$ cat config.mk
export PLATFORM = sky130hd
export DESIGN_NAME = control_unit
export DESIGN_NICKNAME = d
export VERILOG_FILES = /design/src/design/cu_pkg.sv /design/src/design/control_sequencer.sv /design/src/design/control_unit.sv /design/src/design/microcode_rom.sv /design/src/design/operand_decoder.sv
export SDC_FILE = /design/constraint.sdc
export NUM_CORES = 1
export LEC_CHECK = 0
export BUFFER_PORTS_ARGS = -buffer_cell sky130_fd_sc_hd__buf_2
export CAP_MARGIN = 40
export CORE_MARGIN = 2
export CORE_UTILIZATION = 30
export CTS_BUF_LIST = sky130_fd_sc_hd__clkbuf_4 sky130_fd_sc_hd__clkbuf_8
export DETAILED_ROUTE_END_ITERATION = 8
export PLACE_DENSITY = 0.56
export SLEW_MARGIN = 20
export SYNTH_ARGS = -nofsm -noshare
export SYNTH_HDL_FRONTEND = slang
export SYNTH_SLANG_ARGS = --single-unit
$ cat constraint.sdc
create_clock -name clk -period 2.3 [get_ports clk]
set_input_delay 0.23 -clock clk [delete_from_list [all_inputs] [get_ports clk]]
set_output_delay 0.23 -clock clk [all_outputs]
set_load 0.03 [all_outputs]
$ cat src/design/cu_pkg.sv
package cu_pkg;

    // ==============================
    // Instruction set
    // ==============================
    typedef enum logic [7:0] {
        NOP    = 8'h00,
        HLT    = 8'h01,
        // Branching
        JMP    = 8'h10,
        JZ     = 8'h11,
        JNZ    = 8'h12,
        JN     = 8'h13,
        JNN    = 8'h14,
        JC     = 8'h15,
        JNC    = 8'h16,
        // ALU on accumulator
        ADD_B  = 8'h20,
        SUB_B  = 8'h21,
        ANA_B  = 8'h22,
        ORA_B  = 8'h23,
        XRA_B  = 8'h24,
        CMP_B  = 8'h25,
        INR_A  = 8'h26,
        DCR_A  = 8'h27,
        ANI    = 8'h28,
        // Moves and immediates
        MOV_AB = 8'h30,
        MOV_BA = 8'h31,
        LDI_A  = 8'h32,
        LDI_B  = 8'h33,
        // Memory
        LDA    = 8'h40,
        STA    = 8'h41,
        // Carry flag
        SEC    = 8'h50,
        CLC    = 8'h51
    } opcode_t;

    // ==============================
    // Sequencer
    // ==============================
    typedef enum logic [2:0] {
        S_RESET, S_INIT, S_LATCH_ADDR, S_READ_BYTE,
        S_LATCH_BYTE, S_CHK_MORE_BYTES, S_EXECUTE, S_HALT
    } fsm_state_t;

    typedef enum logic [2:0] {
        MS0, MS1, MS2, MS3, MS4, MS5, MS6, MS7
    } microstep_t;

    localparam int MAX_MICROSTEPS = 8; // Length of one microcode row

    typedef logic [1:0] operand_count_t; // 0 to 2 operand bytes

    typedef enum logic [3:0] {
        ALU_UNDEFINED = 4'h0, // Also the all-zero word value
        ALU_ADD       = 4'h1,
        ALU_SUB       = 4'h2,
        ALU_AND       = 4'h3,
        ALU_OR        = 4'h4,
        ALU_XOR       = 4'h5,
        ALU_INR       = 4'h6,
        ALU_DCR       = 4'h7
    } alu_op_t;

    // Bit positions in the flags input
    localparam int STATUS_ZERO  = 0;
    localparam int STATUS_CARRY = 1;
    localparam int STATUS_NEG   = 2;

    // ==============================
    // Control word
    // ==============================
    typedef struct packed {
        logic    load_origin;
        logic    load_mar_pc;
        logic    oe_ram;
        logic    pc_enable;
        logic    load_ir;
        logic    load_temp_1;
        logic    load_temp_2;
        logic    oe_temp_1;
        logic    oe_temp_2;
        logic    load_pc_low_byte;
        logic    load_pc_high_byte;
        logic    check_zero;
        logic    check_not_zero;
        logic    check_carry;
        logic    check_not_carry;
        logic    check_negative;
        logic    check_not_negative;
        logic    oe_alu;
        logic    oe_a;
        logic    oe_b;
        logic    load_a;
        logic    load_b;
        logic    load_status;
        logic    load_sets_zn;  // Status takes Z/N from the bus value
        logic    alu_src2_temp1;
        logic    load_mar_addr_low;
        logic    load_mar_addr_high;
        logic    load_ram;
        logic    set_carry_flag;
        logic    clear_carry_flag;
        logic    last_step;
        logic    halt;
        alu_op_t alu_op;
    } control_word_t;

endpackage

$ cat src/design/control_sequencer.sv
`timescale 1ns/1ps

module control_sequencer import cu_pkg::*; (
    input  logic           clk,
    input  logic           reset,
    input  logic [2:0]     flags,
    input  operand_count_t num_operand_bytes,
    input  control_word_t  rom_word,
    output microstep_t     microstep,
    output control_word_t  control_word
);

    fsm_state_t state;
    fsm_state_t next_state;
    microstep_t next_microstep;
    logic [1:0] byte_count;      // Bytes fetched so far, up to 3
    logic [1:0] next_byte_count;
    alu_op_t    alu_op_q;
    logic       latch_alu_op;
    logic       check_jump;
    logic       jump_taken;

    // ==============================
    // Branch resolution
    // ==============================
    assign check_jump = rom_word.check_zero     | rom_word.check_not_zero  |
                        rom_word.check_carry    | rom_word.check_not_carry |
                        rom_word.check_negative | rom_word.check_not_negative;

    assign jump_taken = (rom_word.check_zero         &  flags[STATUS_ZERO])  |
                        (rom_word.check_not_zero     & ~flags[STATUS_ZERO])  |
                        (rom_word.check_carry        &  flags[STATUS_CARRY]) |
                        (rom_word.check_not_carry    & ~flags[STATUS_CARRY]) |
                        (rom_word.check_negative     &  flags[STATUS_NEG])   |
                        (rom_word.check_not_negative & ~flags[STATUS_NEG]);

    // ALU op is captured only on the first microstep
    assign latch_alu_op = (state == S_EXECUTE) && (microstep == MS0) &&
                          (rom_word.alu_op != ALU_UNDEFINED);

    // ==============================
    // Registers
    // ==============================
    always_ff @(posedge clk) begin
        if (reset) begin
            state      <= S_RESET;
            microstep  <= MS0;
            byte_count <= 2'd0;
            alu_op_q   <= ALU_UNDEFINED;
        end else begin
            state      <= next_state;
            microstep  <= next_microstep;
            byte_count <= next_byte_count;
            if (latch_alu_op) begin
                alu_op_q <= rom_word.alu_op; // Visible from the next cycle
            end
        end
    end

    // ==============================
    // Next state and control word
    // ==============================
    always_comb begin
        next_state      = state;
        next_microstep  = microstep;
        next_byte_count = byte_count;
        control_word    = '0;

        case (state)
            S_RESET: begin
                next_state = S_INIT;
            end

            S_INIT: begin
                control_word.load_origin = 1'b1; // PC to program origin
                next_state               = S_LATCH_ADDR;
            end

            S_LATCH_ADDR: begin
                control_word.load_mar_pc = 1'b1;
                next_state               = S_READ_BYTE;
            end

            S_READ_BYTE: begin
                control_word.oe_ram = 1'b1;
                next_state          = S_LATCH_BYTE;
            end

            S_LATCH_BYTE: begin
                control_word.oe_ram    = 1'b1;
                control_word.pc_enable = 1'b1;
                case (byte_count)
                    2'd0:    control_word.load_ir     = 1'b1; // Opcode
                    2'd1:    control_word.load_temp_1 = 1'b1; // Low operand
                    2'd2:    control_word.load_temp_2 = 1'b1; // High operand
                    default: ;
                endcase
                next_byte_count = byte_count + 2'd1;
                next_state      = S_CHK_MORE_BYTES;
            end

            S_CHK_MORE_BYTES: begin
                // Opcode is valid here, one cycle after load_ir
                if (byte_count > num_operand_bytes) begin
                    next_state      = S_EXECUTE;
                    next_byte_count = 2'd0;
                    next_microstep  = MS0;
                end else begin
                    next_state = S_LATCH_ADDR;
                end
            end

            S_EXECUTE: begin
                control_word = rom_word;
                if (rom_word.halt) begin
                    next_state     = S_HALT;
                    next_microstep = MS0;
                end else if (check_jump && !jump_taken) begin
                    // Jump not taken, keep the PC and refetch
                    control_word.load_pc_low_byte  = 1'b0;
                    control_word.load_pc_high_byte = 1'b0;
                    next_state                     = S_LATCH_ADDR;
                    next_microstep                 = MS0;
                end else if (rom_word.last_step) begin
                    next_state     = S_LATCH_ADDR;
                    next_microstep = MS0;
                end else begin
                    next_microstep = microstep_t'((int'(microstep) + 1) % MAX_MICROSTEPS);
                end
            end

            S_HALT: begin
                next_state = S_HALT; // Left only through reset
            end
        endcase

        control_word.alu_op = alu_op_q; // Latched op on every word
    end

endmodule

$ cat src/design/control_unit.sv
`timescale 1ns/1ps

module control_unit import cu_pkg::*; (
    input  logic          clk,
    input  logic          reset,
    input  opcode_t       opcode,
    input  logic [2:0]    flags,
    output control_word_t control_word
);

    operand_count_t num_operand_bytes;
    microstep_t     microstep;
    control_word_t  rom_word;

    operand_decoder i_operand_decoder (
        .opcode            (opcode),
        .num_operand_bytes (num_operand_bytes)
    );

    microcode_rom i_microcode_rom (
        .opcode    (opcode),
        .microstep (microstep),
        .rom_word  (rom_word)
    );

    control_sequencer i_control_sequencer (
        .clk               (clk),
        .reset             (reset),
        .flags             (flags),
        .num_operand_bytes (num_operand_bytes),
        .rom_word          (rom_word),
        .microstep         (microstep),
        .control_word      (control_word)
    );

endmodule

$ cat src/design/microcode_rom.sv
`timescale 1ns/1ps

module microcode_rom import cu_pkg::*; (
    input  opcode_t       opcode,
    input  microstep_t    microstep,
    output control_word_t rom_word
);

    always_comb begin
        rom_word = '0; // Unused steps stay all zero

        case (opcode)
            NOP: begin
                rom_word.last_step = (microstep == MS0);
            end

            HLT: begin
                rom_word.halt = (microstep == MS0);
            end

            // ==============================
            // Branching
            // ==============================
            JMP, JZ, JNZ, JN, JNN, JC, JNC: begin
                case (microstep)
                    MS0: begin
                        rom_word.oe_temp_1          = 1'b1;
                        rom_word.load_pc_low_byte   = 1'b1;
                        // At most one check, none for JMP
                        rom_word.check_zero         = (opcode == JZ);
                        rom_word.check_not_zero     = (opcode == JNZ);
                        rom_word.check_negative     = (opcode == JN);
                        rom_word.check_not_negative = (opcode == JNN);
                        rom_word.check_carry        = (opcode == JC);
                        rom_word.check_not_carry    = (opcode == JNC);
                    end
                    MS1: begin
                        rom_word.oe_temp_2         = 1'b1;
                        rom_word.load_pc_high_byte = 1'b1;
                        rom_word.last_step         = 1'b1;
                    end
                    default: ;
                endcase
            end

            // ==============================
            // ALU
            // ==============================
            ADD_B, SUB_B, ANA_B, ORA_B, XRA_B, CMP_B, INR_A, DCR_A, ANI: begin
                case (microstep)
                    MS0: begin
                        case (opcode)
                            ADD_B:        rom_word.alu_op = ALU_ADD;
                            SUB_B, CMP_B: rom_word.alu_op = ALU_SUB;
                            ANA_B, ANI:   rom_word.alu_op = ALU_AND;
                            ORA_B:        rom_word.alu_op = ALU_OR;
                            XRA_B:        rom_word.alu_op = ALU_XOR;
                            INR_A:        rom_word.alu_op = ALU_INR;
                            default:      rom_word.alu_op = ALU_DCR;
                        endcase
                        rom_word.oe_temp_1      = (opcode == ANI); // Immediate as source 2
                        rom_word.alu_src2_temp1 = (opcode == ANI);
                    end
                    MS1: begin
                        rom_word.oe_alu      = (opcode != CMP_B); // Compare only sets flags
                        rom_word.load_a      = (opcode != CMP_B);
                        rom_word.load_status = (opcode != ADD_B);
                        rom_word.last_step   = (opcode != ADD_B);
                    end
                    MS2: begin
                        // ADD_B updates status one step later
                        rom_word.load_status = (opcode == ADD_B);
                        rom_word.last_step   = (opcode == ADD_B);
                    end
                    default: ;
                endcase
            end

            // ==============================
            // Moves, immediates, carry
            // ==============================
            MOV_AB, MOV_BA, LDI_A, LDI_B, SEC, CLC: begin
                if (microstep == MS0) begin
                    rom_word.oe_a             = (opcode == MOV_AB);
                    rom_word.oe_b             = (opcode == MOV_BA);
                    rom_word.oe_temp_1        = (opcode == LDI_A) || (opcode == LDI_B);
                    rom_word.load_a           = (opcode == MOV_BA) || (opcode == LDI_A);
                    rom_word.load_b           = (opcode == MOV_AB) || (opcode == LDI_B);
                    rom_word.load_sets_zn     = (opcode == LDI_A) || (opcode == LDI_B);
                    rom_word.load_status      = !((opcode == MOV_AB) || (opcode == MOV_BA));
                    rom_word.set_carry_flag   = (opcode == SEC);
                    rom_word.clear_carry_flag = (opcode == CLC);
                    rom_word.last_step        = 1'b1;
                end
            end

            // ==============================
            // Memory
            // ==============================
            LDA, STA: begin
                case (microstep)
                    MS0, MS1: begin
                        rom_word.oe_temp_1         = 1'b1;
                        rom_word.load_mar_addr_low = (microstep == MS1);
                    end
                    MS2, MS3: begin
                        rom_word.oe_temp_2          = 1'b1;
                        rom_word.load_mar_addr_high = (microstep == MS3);
                    end
                    MS4, MS5: begin
                        rom_word.oe_ram = (opcode == LDA);
                        rom_word.oe_a   = (opcode == STA);
                    end
                    default: ;
                endcase
                if (microstep == MS5) begin
                    rom_word.load_a       = (opcode == LDA);
                    rom_word.load_status  = (opcode == LDA);
                    rom_word.load_sets_zn = (opcode == LDA);
                    rom_word.load_ram     = (opcode == STA);
                    rom_word.last_step    = 1'b1;
                end
            end

            default: begin
                rom_word.halt = 1'b1; // Unknown opcode stops the CPU
            end
        endcase
    end

endmodule

$ cat src/design/operand_decoder.sv
`timescale 1ns/1ps

module operand_decoder import cu_pkg::*; (
    input  opcode_t        opcode,
    output operand_count_t num_operand_bytes
);

    // Instruction length minus the opcode byte
    always_comb begin
        case (opcode)
            // Immediate operand
            LDI_A, LDI_B, ANI: begin
                num_operand_bytes = 2'd1;
            end

            // 16-bit address, low byte first
            JMP, JZ, JNZ, JN, JNN, JC, JNC, LDA, STA: begin
                num_operand_bytes = 2'd2;
            end

            // Implied operands, and anything not in the table
            default: begin
                num_operand_bytes = 2'd0;
            end
        endcase
    end

endmodule

==> results of run 1 <==
-- registers in the layout (all words and copies together) (netlist names) --
register,flops
i_control_sequencer.state,3
i_control_sequencer.microstep,3
i_control_sequencer.byte_count,2
i_control_sequencer.alu_op_q,3
-- worst paths after layout --
kind | to | cells after the start | from | slack, ns
setup reg to reg | i_control_sequencer.microstep[2] | 7 | i_control_sequencer.microstep[0] | 0.38
hold / removal | i_control_sequencer.byte_count[0] | 2 | reset | 0.27
setup / recovery | control_word[33] | 6 | opcode[1] | 0.06
hold reg to reg | i_control_sequencer.alu_op_q[2] | 2 | i_control_sequencer.alu_op_q[2] | 0.49
-- where the power goes --
part / internal [mW] / switching [mW] / leakage [nW]
Clock: 0.134 / 0.0768 / 0.0262
Combinational: 0.0759 / 0.109 / 0.750
Sequential: 0.198 / 0.0114 / 0.0894
Total: 0.407 / 0.197 / 0.865
-- worst max-delay path: stages --
cell and delay, ns:
buf_2 0.11, or4_4 0.53, or4b_4 0.51, o41a_1 0.35, o21ai_2 0.12, buf_4 0.16
-- cell usage in the layout (no fill, tap or decap), types with 4 or more instances in the layout --
cell type,synthesis,layout
o211ai_1,4,4
nand3_1,5,5
nand2_1,23,23
dfxtp_1,11,11
buf_4,1,26
and2_1,7,7
nor2_1,28,28
nor3_1,12,12
buf_2,1,45
nand3b_1,5,5
a21oi_1,11,11
ha_1,10,9
nor4_1,5,5
nand2b_1,6,6
inv_1,9,9
-- final cells by class --
| cell class | instances | area, um^2 | share of cell area, % |
|---|---|---|---|
| clock buffers | 4 | 48.80 | 2.516 |
| inverters | 10 | 37.54 | 1.935 |
| multi-input cells | 176 | 1137 | 58.65 |
| flip-flops and latches | 11 | 220.2 | 11.35 |
| well taps | 54 | 67.56 | 3.484 |
| repair buffers | 72 | 427.9 | 22.06 |
-- synth_stat cells (all sizes together), types with 2 or more instances --
| library cell | number |
|---|---|
| mux2 | 3 |
| dfxtp | 11 |
| a21oi | 12 |
| nand3b | 5 |
| o211ai | 4 |
| nor3b | 3 |
| and2 | 7 |
| and3 | 3 |
| nand2 | 23 |
| nand3 | 5 |
| nand2b | 6 |
| nor3 | 12 |
| o211a | 2 |
| buf | 3 |
| nand4 | 3 |
| nor2 | 28 |
| inv | 10 |
| clkbuf | 9 |
| or2 | 3 |
| o22ai | 2 |
| nor4b | 2 |
| ha | 10 |
| o21ai | 6 |
| nand4b | 2 |
| nor2b | 5 |
| or3 | 2 |
| o31ai | 6 |
| or4 | 2 |
| nor4 | 5 |
-- routing by layer --
layer | track usage, % | wire (um) | up-vias
met2 | 29.80 | 2292 | 59
met5 | 0 | 0 | -
met4 | 1.852 | 14 | 0
li1 | - | - | 883
met3 | 2.624 | 257 | 2
met1 | 23.64 | 2062 | 819
-- kinds of logic (layout without fill, tap and decap cells) --
family	Yosys count	after routing	synth area share (%)
muxes	4	4	3.070
buffers and inverters	22	86	6.666
other	1	1	0.2629
xor gates and xnor gates	1	1	0.6141
AOI/OAI and AO/OA	42	42	21.23
adders and majority gates	10	10	8.772
and+or+nand+nor	118	118	43.95
DFF	11	11	15.44
==> qor.csv, run 1 <==
stage;metric;value;unit
placed_design;pre-CTS WS;-0.01914;ns
power;Leak;0.8652;nW
critical_path;Worst Setup Path Type;input port to output port;
global_route;total grt overflow;0;
final_layout;antenna diode count;0;
floorplanning;die area;5322;um^2
yosys;Syn. warnings;0;
global_route;largest net degree at the start of global routing;14;
critical_path;worst-path maximum fanout;3;
clock_network;Resized Gates After CTS;2;
status;status;finished, final reports clean;
floorplanning;Die Y;72.96;um
sta;worst setup margin;0.05902;ns
route;drt via density;5.391;
route;post-route DRC violation count;0;
yosys;number of flops mapped to enable cells by yosys;0;
clock_network;CTS buffer count;3;
yosys;asr flop ratio synth;0;%
sta;Tmin final;2.241;ns
route;first-pass iteration count of the detailed router;4;
sta;Fin. Hold Viols;0;
yosys;syn nets;232;
clock_network;CTS tree;built;
clock_network;Hold-fix buffers, CTS;0;
flow_run;Max-Cap Viols;0;
global_route;first-pass GRT wire length;7314;um
clock_network;H-tree depth;1;
critical_path;critical path endpoint category;output port;
yosys;top cells by area, synth;dfxtp_1, ha_1, nor2_1, nand2_1, nor3_1;
critical_path;critical path required time;2.07;ns
sta;WHS;0.2734;ns
sta;RSZ-0062 raised after global routing;no;
sta;Fin Setup TNS;0;ns
route;Final ANT Viol Nets;0;
yosys;Unique masters post-synth;53;
global_route;initial antenna violation count;0;
route;routed len/inst;14.15;um
final_layout;final non-filler cell total;327;
global_route;GR Util All Layers;17.33;%
floorplanning;Die W;72.96;um
yosys;commonest register cell after synthesis;dfxtp_1;
clock_network;setup repair bufs after CTS;0;
sta;Setup Viol. Count Final;0;
placed_design;I/O Buffers;47;
placed_design;dpl cells;323;
route;final wirelength;4627;um
power;total chip power;604.1;uW
hold_path;hold crit path type;input port to flip-flop;
floorplanning;# rows;25;
critical_path;critical path launch point type;input port;
power;VDD IR max;269.0;uV
yosys;Cells after Synth;209;
final_layout;FILL cells;499;
route;vias;1763;
critical_path;CP arrival;2.01;ns
yosys;syn avg cell area;6.825;um^2
placed_design;final RePlAce weighted congestion;0.8944;
yosys;post-synth top area share;15.44;%
floorplanning;boundary pin count;49;
clock_network;clock latency on the worst-skew pair;0.24;ns
yosys;cell area after synthesis;1426;um^2
final_layout;Layout area overhead;35.96;%
final_layout;final core utilization;41.61;%
power;P per Cell Area;311.5;nW/um^2
sta;Peak Freq;0.4462;GHz
yosys;#FFs+latches synth;11;
placed_design;hpwl dp;3731;um
clock_network;Num Clock Sinks;11;
yosys;sequential share of the synthesized area;15.44;%
clock_network;Reg clk slew, reported paths;0.05;ns
global_route;vias in the first global route;1544;
route;Initial DRC Count;83;
final_layout;ratio of cells with drive above 1 in the final layout;34.07;%
sta;clk_skew;0.008539;ns
clock_network;clk root buf;clkbuf_8;
final_layout;Final Cell Area;1939;um^2
sta;Pins Over Slew Limit;0;
final_layout;Final #Nets;297;
clock_network;Clock Path Buffers;2;
placed_design;Placed Area;1859;um^2
sta;fin crit share;97.43;%
floorplanning;Initial Utilization;30.60;%
yosys;cell type with the largest total area after synthesis;dfxtp_1;
floorplanning;core area;4661;um^2
No activity file was read; power rests on OpenSTA's default activity.
==> inputs of run 2 (changes only) <==
Settings changed: BUFFER_PORTS_ARGS -buffer_cell sky130_fd_sc_hd__buf_2 to -buffer_cell sky130_fd_sc_hd__buf_4.
==> run 2 against run 1 <==
Non-clock buffer count decreased by 4. Via count decreased by 2.5%. Core utilization increased by 1.8 points. Sequential cell count unchanged. Sequential power about the same. Largest power group is now registers.
==> qor.csv, run 2 (synthesis results as in run 1) <==
stage;metric;value;unit;change
route;final wirelength;4604;um;-0.50%
floorplanning;boundary pin count;49;;unchanged
critical_path;worst-path maximum fanout;2;;-1
route;drt via density;5.322;;-1.3%
clock_network;clock latency on the worst-skew pair;0.24;ns;about the same
clock_network;Num Clock Sinks;11;;unchanged
route;Initial DRC Count;119;;+43%
sta;Peak Freq;0.4457;GHz;-0.12%
placed_design;I/O Buffers;47;;unchanged
final_layout;Largest regs;i_control_sequencer.alu_op_q (3), i_control_sequencer.microstep (3), i_control_sequencer.state (3);;
critical_path;RR Endpoint;i_control_sequencer.microstep[1];;
final_layout;antenna diode count;0;;unchanged
placed_design;final RePlAce weighted congestion;0.8787;;-1.8%
clock_network;CTS tree;built;;
route;routed len/inst;14.25;um;+0.74%
power;Leak;0.8532;nW;-1.4%
floorplanning;Die W;72.96;um;unchanged
clock_network;clk root buf;clkbuf_8;;
sta;Fin. Hold Viols;0;;unchanged
final_layout;Layout area overhead;41.75;%;
hold_path;hold wc startpoint;reset;;
route;post-route DRC violation count;0;;unchanged
hold_path;hold crit path type;input port to flip-flop;;
sta;Setup Viol. Count Final;0;;unchanged
critical_path;critical path endpoint category;output port;;
sta;WHS;0.2100;ns;-0.06342 ns
route;first-pass iteration count of the detailed router;4;;unchanged
critical_path;reg2reg setup slack;0.39;ns;about the same
global_route;first-pass GRT wire length;7403;um;+1.2%
clock_network;CTS buffer count;3;;unchanged
clock_network;setup repair bufs after CTS;0;;unchanged
critical_path;r2r worst-path depth;7;;unchanged
floorplanning;Die Y;72.96;um;unchanged
critical_path;Worst R2R Start;i_control_sequencer.microstep[0];;
final_layout;Final #Nets;293;;-1.3%
global_route;vias in the first global route;1606;;+4.0%
critical_path;critical path launch point type;input port;;
critical_path;Worst Setup Path Type;input port to output port;;
final_layout;most frequent cells in the layout;buf_4, nor2_1, nand2_1;;
clock_network;Hold-fix buffers, CTS;0;;unchanged
sta;RSZ-0062 raised after global routing;no;;
global_route;initial antenna violation count;0;;unchanged
status;status;finished, final reports clean;;
clock_network;Clock Path Buffers;2;;unchanged
floorplanning;Initial Utilization;30.60;%;unchanged
sta;Pins Over Slew Limit;0;;unchanged
sta;clk_skew;0.002732;ns;-0.005807 ns
sta;Fin Setup TNS;0;ns;unchanged
sta;Tmin final;2.244;ns;+0.002799 ns
placed_design;hpwl dp;3717;um;-0.38%
clock_network;H-tree depth;1;;unchanged
floorplanning;die area;5322;um^2;unchanged
power;VDD IR max;187.8;uV;-30%
critical_path;critical path required time;2.07;ns;about the same
final_layout;most common cell after layout, fill and taps aside;buf_4;;
power;P per Cell Area;300.1;nW/um^2;-3.7%
clock_network;Reg clk slew, reported paths;0.05;ns;about the same
floorplanning;core area;4661;um^2;unchanged
route;vias;1719;;-2.5%
hold_path;hold worst-path end;i_control_sequencer.byte_count[0];;
global_route;total grt overflow;0;;unchanged
route;Final ANT Viol Nets;0;;unchanged
global_route;GR Util All Layers;17.50;%;+0.18 points
floorplanning;# rows;25;;unchanged
global_route;largest net degree at the start of global routing;15;;+1
final_layout;ratio of cells with drive above 1 in the final layout;32.34;%;-1.7 points
sta;fin crit share;97.56;%;+0.12 points
flow_run;Max-Cap Viols;0;;unchanged
hold_path;Min-Delay Path Depth;2;;unchanged
critical_path;CP arrival;2.01;ns;about the same
[run 2: worst max-delay path, stage by stage]
cell and delay [ns]:
buf_4 0.11, or4_4 0.53, or4b_4 0.51, o41a_1 0.36
o21ai_2 0.12, buf_4 0.16
[run 2: layout make-up]
type	count	area, um^2
timing repair buffer	68	510.5
tap	54	67.56
sequential	11	220.2
multi-input combinational	176	1137
inverter	10	37.54
fill	503	2639
clock buffer	4	48.80
[run 2: how the worst max path moves through the flow]
stage,to,depth (start not counted),slack [ns],startpoint
after floorplan,control_word[28],7,0.02,opcode[0]
after global placement,i_control_sequencer.byte_count[1],12,0.007,opcode[1]
after detailed placement,control_word[33],6,0.01,opcode[1]
after CTS,control_word[33],6,0.01,opcode[1]
after global routing,control_word[33],6,0.01,opcode[1]
final,control_word[33],6,0.06,opcode[1]
[run 2: routing by layer]
layer,global-route usage (%),vias to the layer above,routed length [um]
li1,-,868,-
met1,23.74,794,2117
met2,29.49,51,2224
met3,3.039,6,213
met4,2.881,0,47
met5,0,-,0
[run 2: what timing repair did]
item,CTS,global route
resized for setup,1,5
pin swaps,0,1
setup endpoints to repair,1,4
[run 2: power breakdown]
group	internal [mW]	leakage, nW	switching, mW
Clock	0.134	0.0262	0.0743
Combinational	0.0826	0.738	0.107
Sequential	0.198	0.0894	0.0112
[run 2: through the flow]
step                total power, mW  worst slack, ns  area [um^2]  utilization (%)  std cells
floorplan                    0.3308          0.01573         1426                -        209
global placement             0.4017         0.006925         1947            41.77        319
detailed placement           0.4004          0.01153         1947            41.77        319
CTS                          0.6094         0.009880         1998            42.87        323
global route                 0.6449          0.01442         2022            43.38        323
finish                       0.6067          0.05622         2022            43.38        323
==> inputs of run 3 (changes only) <==
==> constraint.sdc (replaced) <==
create_clock -name clk -period 2.3 [get_ports clk]
set_input_delay 0.345 -clock clk [delete_from_list [all_inputs] [get_ports clk]]
set_output_delay 0.345 -clock clk [all_outputs]
set_load 0.03 [all_outputs]
==> run 3 against run 2 <==
Core utilization is 3.1 points higher. Clock skew grew 0.0015 ns. Non-clock buffer count rose by 9. Final cell count rose by 2.8%. Critical endpoint unchanged. The run now ends with negative setup slack left. Critical path type unchanged. Sequential power barely moved. Maximum frequency is 9.4% lower. Clock-buffer cell count is the same.
==> qor.csv, run 3 (synthesis results as in run 1) <==
stage;metric;value;unit;change
clock_network;Num Clock Sinks;11;;unchanged
power;cell internal pwr;425.0;uW;+2.7%
sta;Worst slew margin;64.75;%;
critical_path;r2r worst-path depth;7;;unchanged
floorplanning;# rows;25;;unchanged
power;total chip power;624.9;uW;+3.0%
final_layout;Final #Nets;302;;+3.1%
critical_path;CP arrival;2.13;ns;+0.12 ns
global_route;met3 Track Usage GR;2.486;%;-0.55 points
final_layout;Layout area overhead;51.93;%;
critical_path;RR Endpoint;i_control_sequencer.microstep[1];;
route;post-route DRC violation count;0;;unchanged
critical_path;reg2reg setup slack;0.36;ns;-0.03 ns
placed_design;dpl cells;328;;+2.8%
floorplanning;die area;5322;um^2;unchanged
route;final wirelength;4859;um;+5.5%
route;Final ANT Viol Nets;0;;unchanged
sta;worst slew pin tran;0.5246;ns;
power;switch share;31.98;%;+0.21 points
floorplanning;core area;4661;um^2;unchanged
final_layout;ratio of cells with drive above 1 in the final layout;39.57;%;+7.2 points
final_layout;Largest regs;i_control_sequencer.alu_op_q (3), i_control_sequencer.microstep (3), i_control_sequencer.state (3);;
sta;WHS;0.3406;ns;+0.1306 ns
power;switching power;199.8;uW;+3.7%
route;Initial DRC Count;153;;+29%
sta;fin crit share;107.6;%;+10 points
sta;Fin Setup TNS;-0.1755;ns;-0.1755 ns
global_route;Most Crowded Layer GR;met2;;
clock_network;CTS tree;built;;
clock_network;setup repair bufs after CTS;0;;unchanged
clock_network;Hold-fix buffers, CTS;0;;unchanged
power;Sequential Power Share;33.1;%;-1.3 points
clock_network;clk root buf;clkbuf_8;;
critical_path;critical path required time;1.96;ns;-0.11 ns
flow_run;Max-Cap Viols;0;;unchanged
route;routed len/inst;14.64;um;+2.7%
critical_path;Worst Setup EP;control_word[33];;
critical_path;critical path launch point type;input port;;
clock_network;clock latency on the worst-skew pair;0.23;ns;about the same
power;logic gate share of total power;33.9;%;+2.6 points
global_route;met2 Use GR;28.18;%;-1.3 points
critical_path;critical path endpoint category;output port;;
floorplanning;Die W;72.96;um;unchanged
critical_path;worst-path maximum fanout;3;;+1
clock_network;Clock Path Buffers;2;;unchanged
final_layout;most frequent cells in the layout;buf_4, nor2_1, nand2_1;;
route;vias;1778;;+3.4%
global_route;vias in the first global route;1563;;-2.7%
status;violated checks;negative setup slack;;
sta;Setup Viol. Count Final;1;;+1
final_layout;final non-filler cell total;332;;+2.8%
final_layout;area of the multi-input gates;1204;um^2;+5.8%
global_route;first-pass GRT wire length;7465;um;+0.84%
route;first-pass iteration count of the detailed router;4;;unchanged
final_layout;FILL cells;491;;-2.4%
sta;Fin. Hold Viols;0;;unchanged
power;VDD IR max;230.9;uV;+23%
power;P per Cell Area;288.3;nW/um^2;-3.9%
placed_design;final RePlAce weighted congestion;0.9193;;+4.6%
sta;RSZ-0062 raised after global routing;yes;;
power;clock share of power;33.0;%;-1.3 points
hold_path;hold crit path type;input port to flip-flop;;
global_route;met1 usage;25.74;%;+2.0 points
sta;Tmin final;2.475;ns;+0.2317 ns
global_route;largest net degree at the start of global routing;19;;+4
global_route;initial antenna violation count;0;;unchanged
sta;Peak Freq;0.4040;GHz;-9.4%
route;drt via density;5.355;;+0.63%
status;status;finished with violations;;
floorplanning;boundary pin count;49;;unchanged
global_route;total grt overflow;0;;unchanged
final_layout;most common cell after layout, fill and taps aside;buf_4;;
clock_network;CTS buffer count;3;;unchanged
sta;worst setup margin;-0.1755;ns;-0.2317 ns
critical_path;Crit. Startpoint;opcode[1];;
final_layout;antenna diode count;0;;unchanged
power;Leak;0.9101;nW;+6.7%
sta;clk_skew;0.004250;ns;+0.001518 ns
sta;Pins Over Slew Limit;0;;unchanged
floorplanning;Initial Utilization;30.60;%;unchanged
placed_design;I/O Buffers;47;;unchanged
critical_path;Worst Setup Path Type;input port to output port;;
critical_path;Worst R2R Start;i_control_sequencer.microstep[0];;
clock_network;Reg clk slew, reported paths;0.05;ns;about the same
clock_network;H-tree depth;1;;unchanged
floorplanning;Die Y;72.96;um;unchanged
placed_design;hpwl dp;3848;um;+3.5%
final_layout;FF+latch area;220.2;um^2;unchanged
global_route;GR Util All Layers;18.00;%;+0.50 points
==> run 3: through the flow <==
stage | instance area [um^2] | util (%) | setup slack (ns)
after floorplan | 1445 | - | -0.1234
after global placement | 2033 | 43.62 | -0.2449
after detailed placement | 2033 | 43.62 | -0.2539
after CTS | 2105 | 45.15 | -0.1781
after global routing | 2167 | 46.50 | -0.2045
final | 2167 | 46.50 | -0.1755
==> run 3: layout make-up <==
class                           count  area share (%)
Multi-Input combinational cell    176           55.54
Tap cell                           54           3.118
Timing Repair Buffer               77           27.19
Sequential cell                    11           10.16
Clock buffer                        4           2.252
Inverter                           10           1.732
==> run 3: repair_timing <==
item                       CTS  global route
gates resized for setup      6            16
setup endpoints to repair    5            14
gates cloned                 0             0
pin swaps                    0             7
==> run 3: worst max-delay path: stages <==
cell and delay (ns):
buf_6 0.09, or4_4 0.54, or4b_4 0.51, o41a_1 0.36, o21ai_4 0.13, buf_6 0.14
==> run 3: how the worst min path moves through the flow <==
| stage | start | to | slack [ns] | cells past startpoint |
|---|---|---|---|---|
| 5_1_grt | reset | i_control_sequencer.byte_count[0] | 0.33 | 2 |
| 2_1_floorplan | reset | i_control_sequencer.byte_count[0] | 0.42 | 1 |
| 3_3_place_gp | i_control_sequencer.alu_op_q[0] | i_control_sequencer.alu_op_q[0] | 0.49 | 2 |
| 3_5_place_dp | i_control_sequencer.alu_op_q[2] | i_control_sequencer.alu_op_q[2] | 0.49 | 2 |
| 4_1_cts | reset | i_control_sequencer.byte_count[0] | 0.34 | 2 |
| 6_report | reset | i_control_sequencer.byte_count[0] | 0.34 | 2 |
==> run 3: per-layer routing <==
metal	vias up	share of wire (%)
met1	810	45
met2	60	49
li1	898	-
met4	0	1.9
met5	-	0
met3	10	4.2
==> run 3: power by group through the flow <==
| stage | combinational, mW | clock (mW) | sequential (mW) |
|---|---|---|---|
| finish | 0.212 | 0.206 | 0.207 |
| global route | 0.230 | 0.228 | 0.208 |
| CTS | 0.205 | 0.214 | 0.206 |
| detailed placement | 0.201 | 0 | 0.210 |
| global placement | 0.200 | 0 | 0.210 |
| floorplan | 0.126 | 0 | 0.208 |
